`src/hdl/alu_isa_pkg.sv`:
```
package alu_isa_pkg;

   // accumulator follows the immediate field width
   parameter int ACC_WIDTH = 8;

   typedef enum logic [3:0] {
      op_nop = 4'h0,
      op_ldi = 4'h1,
      op_add = 4'h2,
      op_sub = 4'h3,
      op_not = 4'h4,
      op_and = 4'h5,
      op_ior = 4'h6,
      op_xor = 4'h7,
      op_shl = 4'h8,   // shift left by one
      op_shr = 4'h9    // shift right by one, zero fill
   } opcode_t;         // 4'ha to 4'hf undefined

   typedef struct packed {
      opcode_t              opcode;
      logic [ACC_WIDTH-1:0] imm;
   } inst_t;

   typedef enum logic [1:0] {
      st_reset = 2'h0,
      st_ready = 2'h1,
      st_error = 2'h2   // sticky until reset
   } alu_state_t;

endpackage
```
`src/hdl/acc_stream_pkg.sv`:
```
package acc_stream_pkg;

   // narrower counters are zero extended to this tag width
   parameter int SEQ_WIDTH_DEF = 8;

   typedef struct packed {
      logic                                error;   // unit in error state
      logic [alu_isa_pkg::ACC_WIDTH-1:0]   accum;
      logic [SEQ_WIDTH_DEF-1:0]            seq;     // accepted instruction number
   } acc_result_t;

endpackage

```
`src/hdl/acc_unit_top.sv`:
```
`timescale 1ns/1ns

module acc_unit_top #(
   parameter int SEQ_WIDTH = 8
) (
   input  logic                        clock,
   input  logic                        reset,
   input  logic                        in_valid,
   output logic                        in_ready,
   input  alu_isa_pkg::inst_t          in_inst,
   output logic                        out_valid,
   input  logic                        out_ready,
   output acc_stream_pkg::acc_result_t out_result
);

   import alu_isa_pkg::*;

   logic                 inst_en;
   logic [ACC_WIDTH-1:0] alu_accum;
   alu_state_t           alu_state;

   issue_ctrl #(
      .SEQ_WIDTH (SEQ_WIDTH)
   ) u_issue (
      .clock      (clock),
      .reset      (reset),
      .in_valid   (in_valid),
      .in_ready   (in_ready),
      .inst_en    (inst_en),
      .alu_state  (alu_state),
      .alu_accum  (alu_accum),
      .out_valid  (out_valid),
      .out_ready  (out_ready),
      .out_result (out_result)
   );

   // instruction goes straight from the input port
   acc_alu u_alu (
      .clock   (clock),
      .reset   (reset),
      .inst    (in_inst),
      .inst_en (inst_en),
      .accum   (alu_accum),
      .state   (alu_state)
   );

endmodule

```
`src/hdl/issue_ctrl.sv`:
```
`timescale 1ns/1ns

module issue_ctrl #(
   parameter int SEQ_WIDTH = 8
) (
   input  logic                              clock,
   input  logic                              reset,
   input  logic                              in_valid,
   output logic                              in_ready,
   output logic                              inst_en,
   input  alu_isa_pkg::alu_state_t           alu_state,
   input  logic [alu_isa_pkg::ACC_WIDTH-1:0] alu_accum,
   output logic                              out_valid,
   input  logic                              out_ready,
   output acc_stream_pkg::acc_result_t       out_result
);

   import alu_isa_pkg::*;
   import acc_stream_pkg::*;

   logic                 out_valid_q;
   logic [SEQ_WIDTH-1:0] seq_count;   // tag of the next accepted instruction
   logic [SEQ_WIDTH-1:0] seq_out;     // tag of the record in the output
   logic                 out_free;

   if (SEQ_WIDTH < 1 || SEQ_WIDTH > SEQ_WIDTH_DEF) begin : g_width_check
      $error("SEQ_WIDTH must be between 1 and %0d", SEQ_WIDTH_DEF);
   end

   // output slot empties on this edge, or is already empty
   assign out_free = !out_valid_q || out_ready;

   assign in_ready  = (alu_state != st_reset) && out_free;
   assign inst_en   = in_valid && in_ready;
   assign out_valid = out_valid_q;

   always_ff @(posedge clock) begin
      if (reset) begin
         out_valid_q <= 1'b0;
      end else if (inst_en) begin
         out_valid_q <= 1'b1;   // new record replaces any leaving one
      end else if (out_ready) begin
         out_valid_q <= 1'b0;
      end
   end

   always_ff @(posedge clock) begin
      if (reset) begin
         seq_count <= '0;
      end else if (inst_en) begin
         seq_count <= seq_count + 1'b1;   // wraps
      end
   end

   always_ff @(posedge clock) begin
      if (inst_en) begin
         seq_out <= seq_count;
      end
   end

   // record fields follow the ALU registers, updated on the same edge
   assign out_result.error = (alu_state == st_error);
   assign out_result.accum = alu_accum;
   assign out_result.seq   = SEQ_WIDTH_DEF'(seq_out);

   // stalled record and the ALU outputs must not move
   a_hold_on_stall: assert property (@(posedge clock) disable iff (reset)
      out_valid && !out_ready |=> out_valid && $stable(out_result));

endmodule

```
`src/hdl/acc_alu.sv`:
```
`timescale 1ns/1ns

module acc_alu (
   input  logic                              clock,
   input  logic                              reset,
   input  alu_isa_pkg::inst_t                inst,
   input  logic                              inst_en,
   output logic [alu_isa_pkg::ACC_WIDTH-1:0] accum,
   output alu_isa_pkg::alu_state_t           state
);

   import alu_isa_pkg::*;

   logic [ACC_WIDTH-1:0] accum_q;
   logic [ACC_WIDTH-1:0] accum_d;
   alu_state_t           state_q;
   alu_state_t           state_d;
   logic [ACC_WIDTH-1:0] imm;
   logic                 op_valid;
   logic [ACC_WIDTH-1:0] op_result;

   assign imm   = inst.imm;
   assign accum = accum_q;
   assign state = state_q;

   // operation of the presented opcode on the current accumulator
   always_comb begin
      op_valid  = 1'b1;
      op_result = accum_q;
      case (inst.opcode)
         op_nop: begin
            op_result = accum_q;
         end
         op_ldi: begin
            op_result = imm;
         end
         op_add: begin
            op_result = accum_q + imm;   // wraps at 8 bits
         end
         op_sub: begin
            op_result = accum_q - imm;
         end
         op_not: begin
            op_result = ~accum_q;
         end
         op_and: begin
            op_result = accum_q & imm;
         end
         op_ior: begin
            op_result = accum_q | imm;
         end
         op_xor: begin
            op_result = accum_q ^ imm;
         end
         op_shl: begin
            op_result = {accum_q[ACC_WIDTH-2:0], 1'b0};
         end
         op_shr: begin
            op_result = {1'b0, accum_q[ACC_WIDTH-1:1]};
         end
         default: begin
            op_valid  = 1'b0;   // undefined opcode
            op_result = '0;
         end
      endcase
   end

   always_comb begin
      state_d = state_q;
      accum_d = accum_q;
      case (state_q)
         st_reset: begin
            state_d = st_ready;   // single settle cycle
            accum_d = '0;
         end
         st_ready: begin
            if (inst_en) begin
               accum_d = op_result;
               if (!op_valid) begin
                  state_d = st_error;
               end
            end
         end
         st_error: begin
            accum_d = '0;   // instructions ignored
         end
         default: begin
            state_d = st_error;
            accum_d = '0;
         end
      endcase
   end

   always_ff @(posedge clock) begin
      if (reset) begin
         state_q <= st_reset;
         accum_q <= '0;
      end else begin
         state_q <= state_d;
         accum_q <= accum_d;
      end
   end

   // issue controller must hold off while the unit settles
   a_no_issue_in_reset: assert property (@(posedge clock) disable iff (reset)
      !(inst_en && state_q == st_reset));

   a_state_legal: assert property (@(posedge clock) disable iff (reset)
      state_q inside {st_reset, st_ready, st_error});

endmodule

```
`config.mk`:
```
export PLATFORM = sky130hd
export DESIGN_NAME = acc_unit_top
export DESIGN_NICKNAME = d
export VERILOG_FILES = /design/src/hdl/alu_isa_pkg.sv /design/src/hdl/acc_stream_pkg.sv /design/src/hdl/acc_unit_top.sv /design/src/hdl/issue_ctrl.sv /design/src/hdl/acc_alu.sv
export SDC_FILE = /design/constraint.sdc
export NUM_CORES = 1
export LEC_CHECK = 0
export CORE_MARGIN = 10
export CORE_UTILIZATION = 50
export CTS_CLUSTER_DIAMETER = 40
export CTS_CLUSTER_SIZE = 24
export DETAILED_ROUTE_END_ITERATION = 8
export DONT_BUFFER_PORTS = 1
export GPL_TIMING_DRIVEN = 1
export MAX_ROUTING_LAYER = met4
export PLACE_DENSITY_LB_ADDON = 0.08
export RECOVER_POWER = 100
export SETUP_SLACK_MARGIN = 0.1
export SLEW_MARGIN = 10
export SYNTH_ARGS = -nofsm -noshare
export SYNTH_HDL_FRONTEND = slang
export SYNTH_SLANG_ARGS = --single-unit
```
`constraint.sdc`:
```
create_clock -name clock -period 3 [get_ports clock]
set_input_delay 0 -clock clock [delete_from_list [all_inputs] [get_ports clock]]
set_output_delay 0 -clock clock [all_outputs]
set_load 0.01 [all_outputs]
```
# Yosys cells after proc, flatten, opt, wreduce, memory -nomap -nowiden
# Index checks and enable logic that the tools add are counted.
# classes
shift	0
reduce_logical	12
magnitude_cmp	0
n_addsub	3
mul	0
n_bitwise	7
n_eq_ne	13
n_mux	7
div_mod_pow	0
# op_table
operator	n
8-bit case mux with 10 select lines	1
4-bit by 3-bit == test with 1-bit output, second input constant	4
10-bit OR reduction	1
8-bit by 1-bit adder with 8-bit output, second input constant	1
8-bit adder	1
8-bit AND	1
4-bit by 2-bit == test with 1-bit output, second input constant	2
4-bit == test, second input constant	2
8-bit inverter	1
8-bit bitwise OR	1
8-bit subtractor	1
8-bit bitwise XOR	1
2-bit case mux with 3 select lines	1
4-bit by 1-bit == test with 1-bit output, second input constant	1
4-bit zero test	1
2-bit 2-to-1 mux	2
2-bit inequality test, second input constant	2
2-bit nonzero test	2
1-bit 2-to-1 mux	3
1-bit inverter	3
3-bit AND reduction	1
2-bit by 1-bit == test with 1-bit output, second input constant	1
2-bit == test, second input constant	1
1-bit logical AND	2
5 further kinds	5
# totals
rom_bits	0
ram_bits	0
ff_bits	27
inputBits	16
wordCells	47
n_memories	0
latch_bits	0

# Depth between registers and ports, before layout
# Gate-level depths: netlist (run 1).
# depth
ltp_word	6
depth_mapped	13

# By module
# A second synthesis (run 1) with hierarchy kept.
# unflattened
hier_cells	276
area_unflattened_um2	2449.8
# by_module_without_submodules
module	seq_area_each_um2	area_per_inst_um2	cells_per_inst	n_inst
acc_alu	200.2	1662.8	208	1
issue_ctrl	420.4	787.0	68	1

# Worst setup path after synthesis (run 1)
# Ideal clock, no wire load.
# synth_path
path_type	input -> register
start	input in_inst[10] in the netlist's numbering
end	register u_alu.accum_q[5] (netlist: u_alu.accum[5])
t_required_ps	2883
arrival_time_ps	2176
stages	12
n_path_buf	2
setup_slack_ps	707
cell_sequence	buf_6 -> nor2_1 -> and3_1 -> buf_2 -> mux2i_1 -> ha_1 -> nor2b_1 -> o21a_1 -> a311o_1 -> xnor2_1 -> o221ai_1 -> a32o_1
# synth_between
elab_chain_cells	3
word_cells_on_any_way	13
# synth_rtl
item	line	text
start: declaration	acc_unit_top.sv:10	input alu_isa_pkg::inst_t in_inst,
parallel branches: the longest is 3 deep, another holds 8-bit case mux with 10 select lines	-	
end signal: assignment	acc_alu.sv:100	accum_q <= accum_d;
end: declaration	acc_alu.sv:14	logic [ACC_WIDTH-1:0] accum_q;
# Several ways; the timed one is not identified.
# A chain may end at the register's enable or synchronous reset.

# Worst setup path in the final report (run 1)
# layout_path
start	register u_issue.out_valid_q (netlist: u_issue.out_valid)
end	register u_issue.out_valid_q (netlist: u_issue.out_valid)
# layout_between
elab_chain_cells	5
word_cells_on_any_way	6
# layout_rtl
item	line	text
start: declaration	issue_ctrl.sv:21	logic out_valid_q;
start signal: assignment	issue_ctrl.sv:39	out_valid_q <= 1'b0;
start signal: assignment	issue_ctrl.sv:41	out_valid_q <= 1'b1;
start signal: assignment	issue_ctrl.sv:43	out_valid_q <= 1'b0;
1-bit zero test (*)	issue_ctrl.sv:31	assign out_free = !out_valid_q || out_ready;
1-bit logical OR (*)	issue_ctrl.sv:31	
1-bit logical AND (*)	issue_ctrl.sv:33	assign in_ready = (alu_state != st_reset) && out_free;
1-bit logical AND (*)	issue_ctrl.sv:34	assign inst_en = in_valid && in_ready;
1-bit 2-to-1 mux or 2-bit nonzero test (tied branches)	-	
# Mark *: on every way between the ends. The rest lies on a longest branch, timed or not.

==> flow_summary.json, run 1 <==
{
  "synth_edf_count": 8,
  "finClkSkew_ps": 5.60,
  "finalNonFillerCells": 307,
  "firstDrtPassIters": 4,
  "yosysWarnings": 0,
  "fin_nets": 298,
  "grt_usage_pct": 15.5,
  "dieArea_mm2": 0.00760,
  "n_antenna_cell": 0,
  "placed_cells": 301,
  "multiInputGateArea_mm2": 0.00147,
  "grt_pass1_wl_mm": 9.45,
  "die_y_um": 87.2,
  "antenna_found_initial": 0,
  "place_congestion": 0.881,
  "nFillCells": 431,
  "clock_path_buffers": 2,
  "pre_cts_slack_ps": 636,
  "async_reset_ff_share_pct": 0,
  "rsz0062_at_grt": "false",
  "synth_area_leader_cell": "dfxtp_1",
  "arrival_ps": 2610,
  "ys_top_cells_by_area": "dfxtp_1, ha_1, edfxtp_1",
  "slew_viol_final": 0,
  "cts-resized-gates": 0,
  "io_buffers": 0,
  "vias": 1847,
  "vdd_drop_max_v": 0.000259,
  "synth_cell_types": 52,
  "ant_nets": 0,
  "cts_buffers": 3,
  "finalSetupTns_ps": 0,
  "grt_pass1_vias": 1825,
  "power.leakage_nw": 0.885,
  "startpoint_type": "flop",
  "drive_above_1_share_pct": 3.92,
  "synth_top_area_share_pct": 16.9,
  "p_switching_mw": 0.203,
  "regToRegSetupSlack_ps": 600,
  "drc_errors": 0,
  "postSynthCellCount": 258,
  "tightest_slew_ps": 1090,
  "synth_area_mm2": 0.00225,
  "pwr-share-comb_pct": 20.8,
  "ios": 35,
  "critical_path_class": "flop to flop",
  "syn2layout_area_growth_pct": 1.89,
  "seq_area_frac_synth_pct": 27.5,
  "switching_share_pct": 27.0,
  "htreeDepth": 1,
  "period_minus_slack_ps": 2400,
  "totalWireLength_mm": 5.67,
  "status": "completed",
  "hold_path.class": "primary input to flop",
  "synth_seq_cells": 27,
  "cts_tree": "built",
  "synth_nets": 300,
  "fin_crit_sh_pct": 79.9,
  "finalHoldViolations": 0,
  "syn_area_per_cell_um2": 8.74,
  "postCtsHoldBufs": 2,
  "finalSetupViolCount": 0,
  "clkPwrFrac_pct": 26.1,
  "pwr_density_cell_mw_per_mm2": 327,
  "crit_path_end_kind": "flop",
  "timing.fmax_ghz": 0.417,
  "clkTransAtPathRegs_ps": 90,
  "dpl.hpwl_mm": 4.42,
  "grt_overflow_total": 0,
  "synth_ff_type": "dfxtp_1",
  "clk-insertion-delay-late_ps": 270,
  "drt-initial-drc-count": 186,
  "crit_fanout": 17,
  "wl_per_cell_um": 18.5,
  "placementRows": 24,
  "critPathRequiredTime_ps": 3220,
  "slew-limit-headroom_pct": 26.8,
  "seq_power_share_pct": 53.1,
  "fp.coreArea_mm2": 0.00435,
  "fin_ws_ps": 603,
  "postCtsSetupBuffers": 0,
  "initial_core_util_pct": 51.8,
  "grt_start_max_net_pins": 27,
  "max-cap-violations": 0,
  "clock_sinks": 27,
  "power.internal_mw": 0.548,
  "die_x_um": 87.2,
  "synthTopCellsByCount": "nor2_1, ha_1, dfxtp_1",
  "regArea_um2": 621,
  "synth_most_common_cell": "nor2_1",
  "ctsRootBufferMaster": "clkbuf_8",
  "vias_per_cell": 6.02
}
[through the flow]
stage	area, µm²	hold slack, ps	total power, mW	util [%]
2_1_floorplan	2250	72.1	0.547	-
6_report	2300	29.8	0.751	52.8
3_3_place_gp	2260	74.0	0.562	52.0
5_1_grt	2300	47.9	0.798	52.8
4_1_cts	2330	10.4	0.766	53.4
3_5_place_dp	2260	76.7	0.562	52.0
[flip-flops by register name, summed over array words and instances, names as in the netlist]
signal	count
u_alu.accum	8
u_alu.state	2
u_issue.out_valid	1
u_issue.seq_count	8
u_issue.seq_out	8
[path summary, 6_finish.rpt]
kind | end | start | cells after the start
setup / recovery | u_issue.out_valid | u_issue.out_valid | 6
hold / removal | u_alu.accum[7] | in_inst[10] | 3
setup reg to reg | u_issue.out_valid | u_issue.out_valid | 6
hold reg to reg | u_issue.seq_out[7] | u_issue.seq_count[7] | 0
[final cells by class]
class                           instances  share of cell area (%)
Timing Repair Buffer                    5                    1.36
Multi-Input combinational cell        202                    64.1
Tap cell                               52                    2.83
Sequential cell                        27                    27.0
Clock buffer                            4                    1.96
Inverter                               17                    2.78
[metal layers]
metal | global-route usage (%) | wire [µm]
met5 | - | 0
met4 | 2.46 | 34
met3 | 4.68 | 501
met2 | 22.4 | 2500
met1 | 21.1 | 2640
[cell usage in the layout (no fill, tap or decap), types with 5 or more instances in the layout]
| cell type | instances |
|---|---|
| a21oi_1 | 17 |
| a32oi_1 | 6 |
| dfxtp_1 | 19 |
| edfxtp_1 | 8 |
| ha_1 | 25 |
| inv_1 | 17 |
| mux2i_1 | 9 |
| nand2_1 | 12 |
| nand2b_1 | 5 |
| nor2_1 | 31 |
| nor2b_1 | 11 |
| o21ai_0 | 11 |
| xnor2_1 | 11 |
| xor2_1 | 7 |
[kinds of logic after synthesis]
family	share of synthesized area, %
and+or+nand+nor	18.5
buffers and inverters	6.38
xor gates and xnor gates	6.99
muxes	4.00
AOI/OAI and AO/OA	21.8
adders and majority gates	14.8
DFF	27.5
[power groups by stage]
stage	Sequential (mW)	Combinational, mW	Clock [mW]
finish	0.399	0.156	0.196
global route	0.401	0.176	0.221
CTS	0.399	0.160	0.207
detailed placement	0.408	0.155	0
global placement	0.408	0.154	0
floorplan	0.405	0.142	0
[critical path, stage by stage (launching register included)]
cell and delay (ps):
dfxtp_1 350, nor2b_1 160, nor3b_1 420, clkbuf_1 670, nor2_1 90, nor2_1 100
dlygate4sd3_1 540
No activity file was read; power rests on OpenSTA's default activity.
==> run 2, diff against run 1 <==
clock period = 2.2 ns   (was 3 ns; I/O delays follow)
==> run 2 against run 1 <==
  * Setup slack worse by 440 ps
  * Worst hold slack got worse by 9.9 ps
  * Critical path type unchanged
  * Sequential power rose by 36%
  * Highest routed layer unchanged
  * Critical path depth increased by 4
  * Via count is 3.2% higher
==> flow_summary.json, run 2 (synthesized netlist as in run 1, its figures left out) <==
{
  "critPathRequiredTime_ps": 2370,
  "p_switching_mw": 0.302,
  "arrival_ps": 2210,
  "clkPwrFrac_pct": 27.4,
  "placementRows": 24,
  "ctsRootBufferMaster": "clkbuf_8",
  "pre_cts_slack_ps": 15.6,
  "rsz0062_at_grt": "false",
  "grt_pass1_wl_mm": 9.48,
  "clkTransAtPathRegs_ps": 100,
  "firstDrtPassIters": 4,
  "pwr-share-comb_pct": 21.3,
  "fin_nets": 308,
  "pwr_density_cell_mw_per_mm2": 441,
  "seq_power_share_pct": 51.2,
  "wl_per_cell_um": 18.2,
  "finClkSkew_ps": 2.41,
  "crit_family": "compound AO/OA/AOI/OAI gates",
  "power.internal_mw": 0.757,
  "n_antenna_cell": 0,
  "vdd_drop_max_v": 0.000404,
  "initial_core_util_pct": 51.8,
  "syn2layout_area_growth_pct": 6.44,
  "slew-limit-headroom_pct": 44.4,
  "crit_path_end_kind": "flop",
  "grt_start_max_net_pins": 27,
  "cp_slowest_cell": "fa_2",
  "final_common_cell": "nor2_1",
  "vias": 1907,
  "io_buffers": 0,
  "ios": 35,
  "final_cell_area_mm2": 0.00240,
  "crit_fanout": 3,
  "totalWireLength_mm": 5.77,
  "grt_usage_pct": 15.8,
  "antenna_found_initial": 0,
  "fin_crit_sh_pct": 92.4,
  "cts_tree": "built",
  "hold_path.class": "primary input to flop",
  "most-common-layout-cells": "nor2_1, ha_1, dfxtp_1",
  "dpl.hpwl_mm": 4.43,
  "clk-insertion-delay-late_ps": 270,
  "critical_path_class": "flop to flop",
  "fp.coreArea_mm2": 0.00435,
  "status": "completed",
  "tightest_slew_ps": 826,
  "hold_ws_ps": 19.8,
  "drc_errors": 0,
  "finalSetupTns_ps": 0,
  "post-route-util_pct": 55.1,
  "place_congestion": 0.862,
  "max-cap-violations": 0,
  "path_cells": "inv_2 > ha_4 > inv_1 > fa_2 > a21o_1 > a21oi_1 > buf_4 > xor2_1 > o221ai_1 > a32o_1",
  "grt_overflow_total": 0,
  "htreeDepth": 1,
  "clock_path_buffers": 2,
  "startpoint_type": "flop",
  "vias_per_cell": 6.02,
  "clock_sinks": 27,
  "critPathMaxStageDelay_ps": 340,
  "switching_share_pct": 28.5,
  "die_x_um": 87.2,
  "dpl_cell_area_mm2": 0.00235,
  "drt-initial-drc-count": 175,
  "path_buf_inv": 3,
  "finalHoldViolations": 0,
  "drive_above_1_share_pct": 9.06,
  "grt_pass1_vias": 1796,
  "power.leakage_nw": 0.925,
  "fin_ws_ps": 167,
  "nFillCells": 393,
  "die_y_um": 87.2,
  "ant_nets": 0,
  "slew_viol_final": 0,
  "finalSetupViolCount": 0,
  "cts_buffers": 3,
  "period_minus_slack_ps": 2030,
  "timing.fmax_ghz": 0.492,
  "dieArea_mm2": 0.00760
}
run 2: cell types whose count changed in the layout (fill, tap and decap cells not counted), sizes merged:
cell / before / now
buf: 0 / 7
clkbuf: 7 / 8
clkinvlp: 0 / 1
dlygate4sd3: 2 / 3
run 2: what timing repair did:
action	CTS	global route
buffers inserted	0	1
setup endpoints to repair	1	2
hold buffers	3	0
hold endpoints to repair	12	0
gates resized for setup	1	6
pin swaps	0	3
cloned	0	0
run 2: power groups by stage:
stage / Sequential, mW / Combinational, mW / Clock [mW]
global route: 0.545 / 0.252 / 0.317
detailed placement: 0.555 / 0.221 / 0
global placement: 0.554 / 0.220 / 0
floorplan: 0.552 / 0.200 / 0
CTS: 0.544 / 0.230 / 0.301
finish: 0.543 / 0.226 / 0.291
run 2: worst reg2reg max path, stage by stage, from the launching register on:
cell	delay, ps
dfxtp_1	330
inv_2	90
ha_4	130
inv_1	50
fa_2	340
a21o_1	160
a21oi_1	190
buf_4	150
xor2_1	140
o221ai_1	130
a32o_1	220
run 2: layout make-up:
cell class / count / area (µm²) / share of cell area, %
multi-input cells: 202 / 1500 / 62.5
flip-flops and latches: 27 / 621 / 25.9
repair buffers: 15 / 101 / 4.22
well taps: 52 / 65.1 / 2.71
inverters: 17 / 63.8 / 2.66
clock buffers: 3 / 41.3 / 1.72
clock inverters: 1 / 7.51 / 0.313
run 2: path summary, 6_finish.rpt:
kind                             start                 end  slack (ps)  depth (start not counted)
hold reg to reg   u_issue.seq_count[7]  u_issue.seq_out[7]         480                          0
setup reg to reg        u_alu.accum[0]      u_alu.accum[4]         170                         10
setup / recovery        u_alu.accum[0]      u_alu.accum[4]         170                         10
hold / removal              in_inst[9]      u_alu.accum[0]          20                          3
run 2: stage by stage:
step / std cells / total power, mW
2_1_floorplan: 258 / 0.752
3_3_place_gp: 309 / 0.775
3_5_place_dp: 309 / 0.776
4_1_cts: 316 / 1.07
5_1_grt: 317 / 1.11
6_report: 317 / 1.06
run 2: metal layers:
| layer | track usage [%] | vias up | routed length [µm] | share of wire (%) |
|---|---|---|---|---|
| met5 | - | - | 0 | 0 |
| met4 | 2.61 | 0 | 49 | 0.85 |
| met3 | 3.56 | 6 | 414 | 7.2 |
| met2 | 23.8 | 71 | 2620 | 46 |
| met1 | 21.4 | 879 | 2680 | 46 |
| li1 | - | 951 | - | - |
==> run 3, diff against run 2 <==
RECOVER_POWER = default   (was 100)
==> run 3 against run 2 <==
  * Non-clock buffer count did not move
  * Sequential power about the same
  * Register-to-register slack improved by 50 ps
  * Combinational power rose by 4%
  * Setup slack improved by 49 ps
  * Cell area increased by 2.2%
  * Sequential cell count unchanged
  * Clock power about the same
  * First-iteration DRC count down 25%
  * Clock skew about the same
  * Cell count is the same
  * Critical path type unchanged
  * Largest cell class unchanged
==> flow_summary.json, run 3 (synthesized netlist as in run 1, its figures left out) <==
{
  "p_total_mw": 1.07,
  "clk-insertion-delay-late_ps": 270,
  "htreeDepth": 1,
  "max-cap-violations": 0,
  "hold_path.startpoint": "in_inst[9]",
  "ant_nets": 0,
  "totalWireLength_mm": 5.83,
  "rsz0062_at_grt": "false",
  "grt_overflow_total": 0,
  "final_common_cell": "nor2_1",
  "pwr_density_cell_mw_per_mm2": 437,
  "drive_above_1_share_pct": 13.2,
  "dpl_cell_area_mm2": 0.00235,
  "crit_path_end_kind": "flop",
  "dpl.hpwl_mm": 4.43,
  "n_antenna_cell": 0,
  "critPathRequiredTime_ps": 2380,
  "place_congestion": 0.862,
  "startpoint_type": "flop",
  "antenna_found_initial": 0,
  "drc_errors": 0,
  "grt_usage_pct": 15.8,
  "syn2layout_area_growth_pct": 8.77,
  "crit_fanout": 3,
  "pre_cts_slack_ps": 15.6,
  "critPathLaunch": "u_alu.accum[0]",
  "grt_pass1_wl_mm": 9.48,
  "clock_sinks": 27,
  "die_y_um": 87.2,
  "vias_per_cell": 5.98,
  "power.leakage_nw": 0.954,
  "fin_nets": 308,
  "most-common-layout-cells": "nor2_1, ha_1, dfxtp_1",
  "cts_tree": "built",
  "tightest_slew_ps": 849,
  "initial_core_util_pct": 51.8,
  "firstDrtPassIters": 4,
  "clock_path_buffers": 2,
  "grt_start_max_net_pins": 27,
  "wl_per_cell_um": 18.4,
  "finClkSkew_ps": 2.84,
  "drt-initial-drc-count": 132,
  "dieArea_mm2": 0.00760,
  "vias": 1897,
  "finalSetupViolCount": 0,
  "grt_pass1_vias": 1796,
  "vdd_drop_max_v": 0.000413,
  "finalNonFillerCells": 317,
  "placementRows": 24,
  "slew_viol_final": 0,
  "period_minus_slack_ps": 1980,
  "arrival_ps": 2160,
  "fin_crit_sh_pct": 90.2,
  "critical_path_class": "flop to flop",
  "reg2reg_depth": 10,
  "fp.coreArea_mm2": 0.00435,
  "finalSetupTns_ps": 0,
  "cts_buffers": 3,
  "status": "completed",
  "finalHoldViolations": 0,
  "slew-limit-headroom_pct": 42.8,
  "placed_cells": 309,
  "final_cell_area_mm2": 0.00245,
  "r2r_start": "u_alu.accum[0]",
  "ios": 35,
  "fin_ws_ps": 217,
  "clkTransAtPathRegs_ps": 100,
  "io_buffers": 0,
  "die_x_um": 87.2,
  "hold_path.class": "primary input to flop",
  "timing.fmax_ghz": 0.504,
  "nFillCells": 385,
  "worstHoldPathCells": 3,
  "ctsRootBufferMaster": "clkbuf_8"
}
-- run 3: cell count changes in the layout (fill, tap and decap cells not counted), sizes merged --
cell,before,now
buf,7,12
clkbuf,8,3
-- run 3: path summary, 6_finish.rpt --
check,slack [ps],end
min reg2reg,480,u_issue.seq_out[7]
max reg2reg,220,u_alu.accum[4]
max,220,u_alu.accum[4]
min,10,u_alu.accum[0]
-- run 3: repair_timing --
action,4_1_cts,5_1_grt
buffers inserted,0,1
setup endpoints to repair,1,2
hold buffers,3,0
resized for setup,1,6
hold endpoints to repair,12,0
pin swaps,0,3
-- run 3: area by class of cell --
type	instances	area, µm²	share of cell area [%]
Clock buffer	3	41.3	1.68
Clock inverter	1	7.51	0.306
Inverter	17	63.8	2.60
Multi-Input combinational cell	202	1530	62.5
Sequential cell	27	622	25.4
Tap cell	52	65.1	2.65
Timing Repair Buffer	15	120	4.90
-- run 3: through the flow --
step | hold slack (ps) | util (%)
floorplan | 72.1 | -
global placement | 74.5 | 53.9
detailed placement | 77.2 | 53.9
CTS | 6.56 | 55.8
global route | 22.5 | 56.3
finish | 11.9 | 56.3
-- run 3: critical path, stage by stage, from the launching register on --
cell      delay [ps]
dfxtp_2          330
inv_2             80
ha_4             140
inv_1             50
fa_2             350
a21o_1           170
a21oi_2          150
buf_4            130
xor2_1           140
o221ai_1         130
a32o_1           220
-- run 3: power breakdown --
group,internal (mW),switching [mW]
sequential,0.527,0.0161
clock,0.129,0.165
combinational,0.107,0.128
total,0.763,0.308
-- run 3: layer usage --
metal	up-vias	share of wire [%]	global-route usage, %
met5	-	0	-
met4	0	0.58	2.61
met3	4	7.3	3.56
met2	62	46	23.8
met1	881	46	21.4
li1	950	-	-
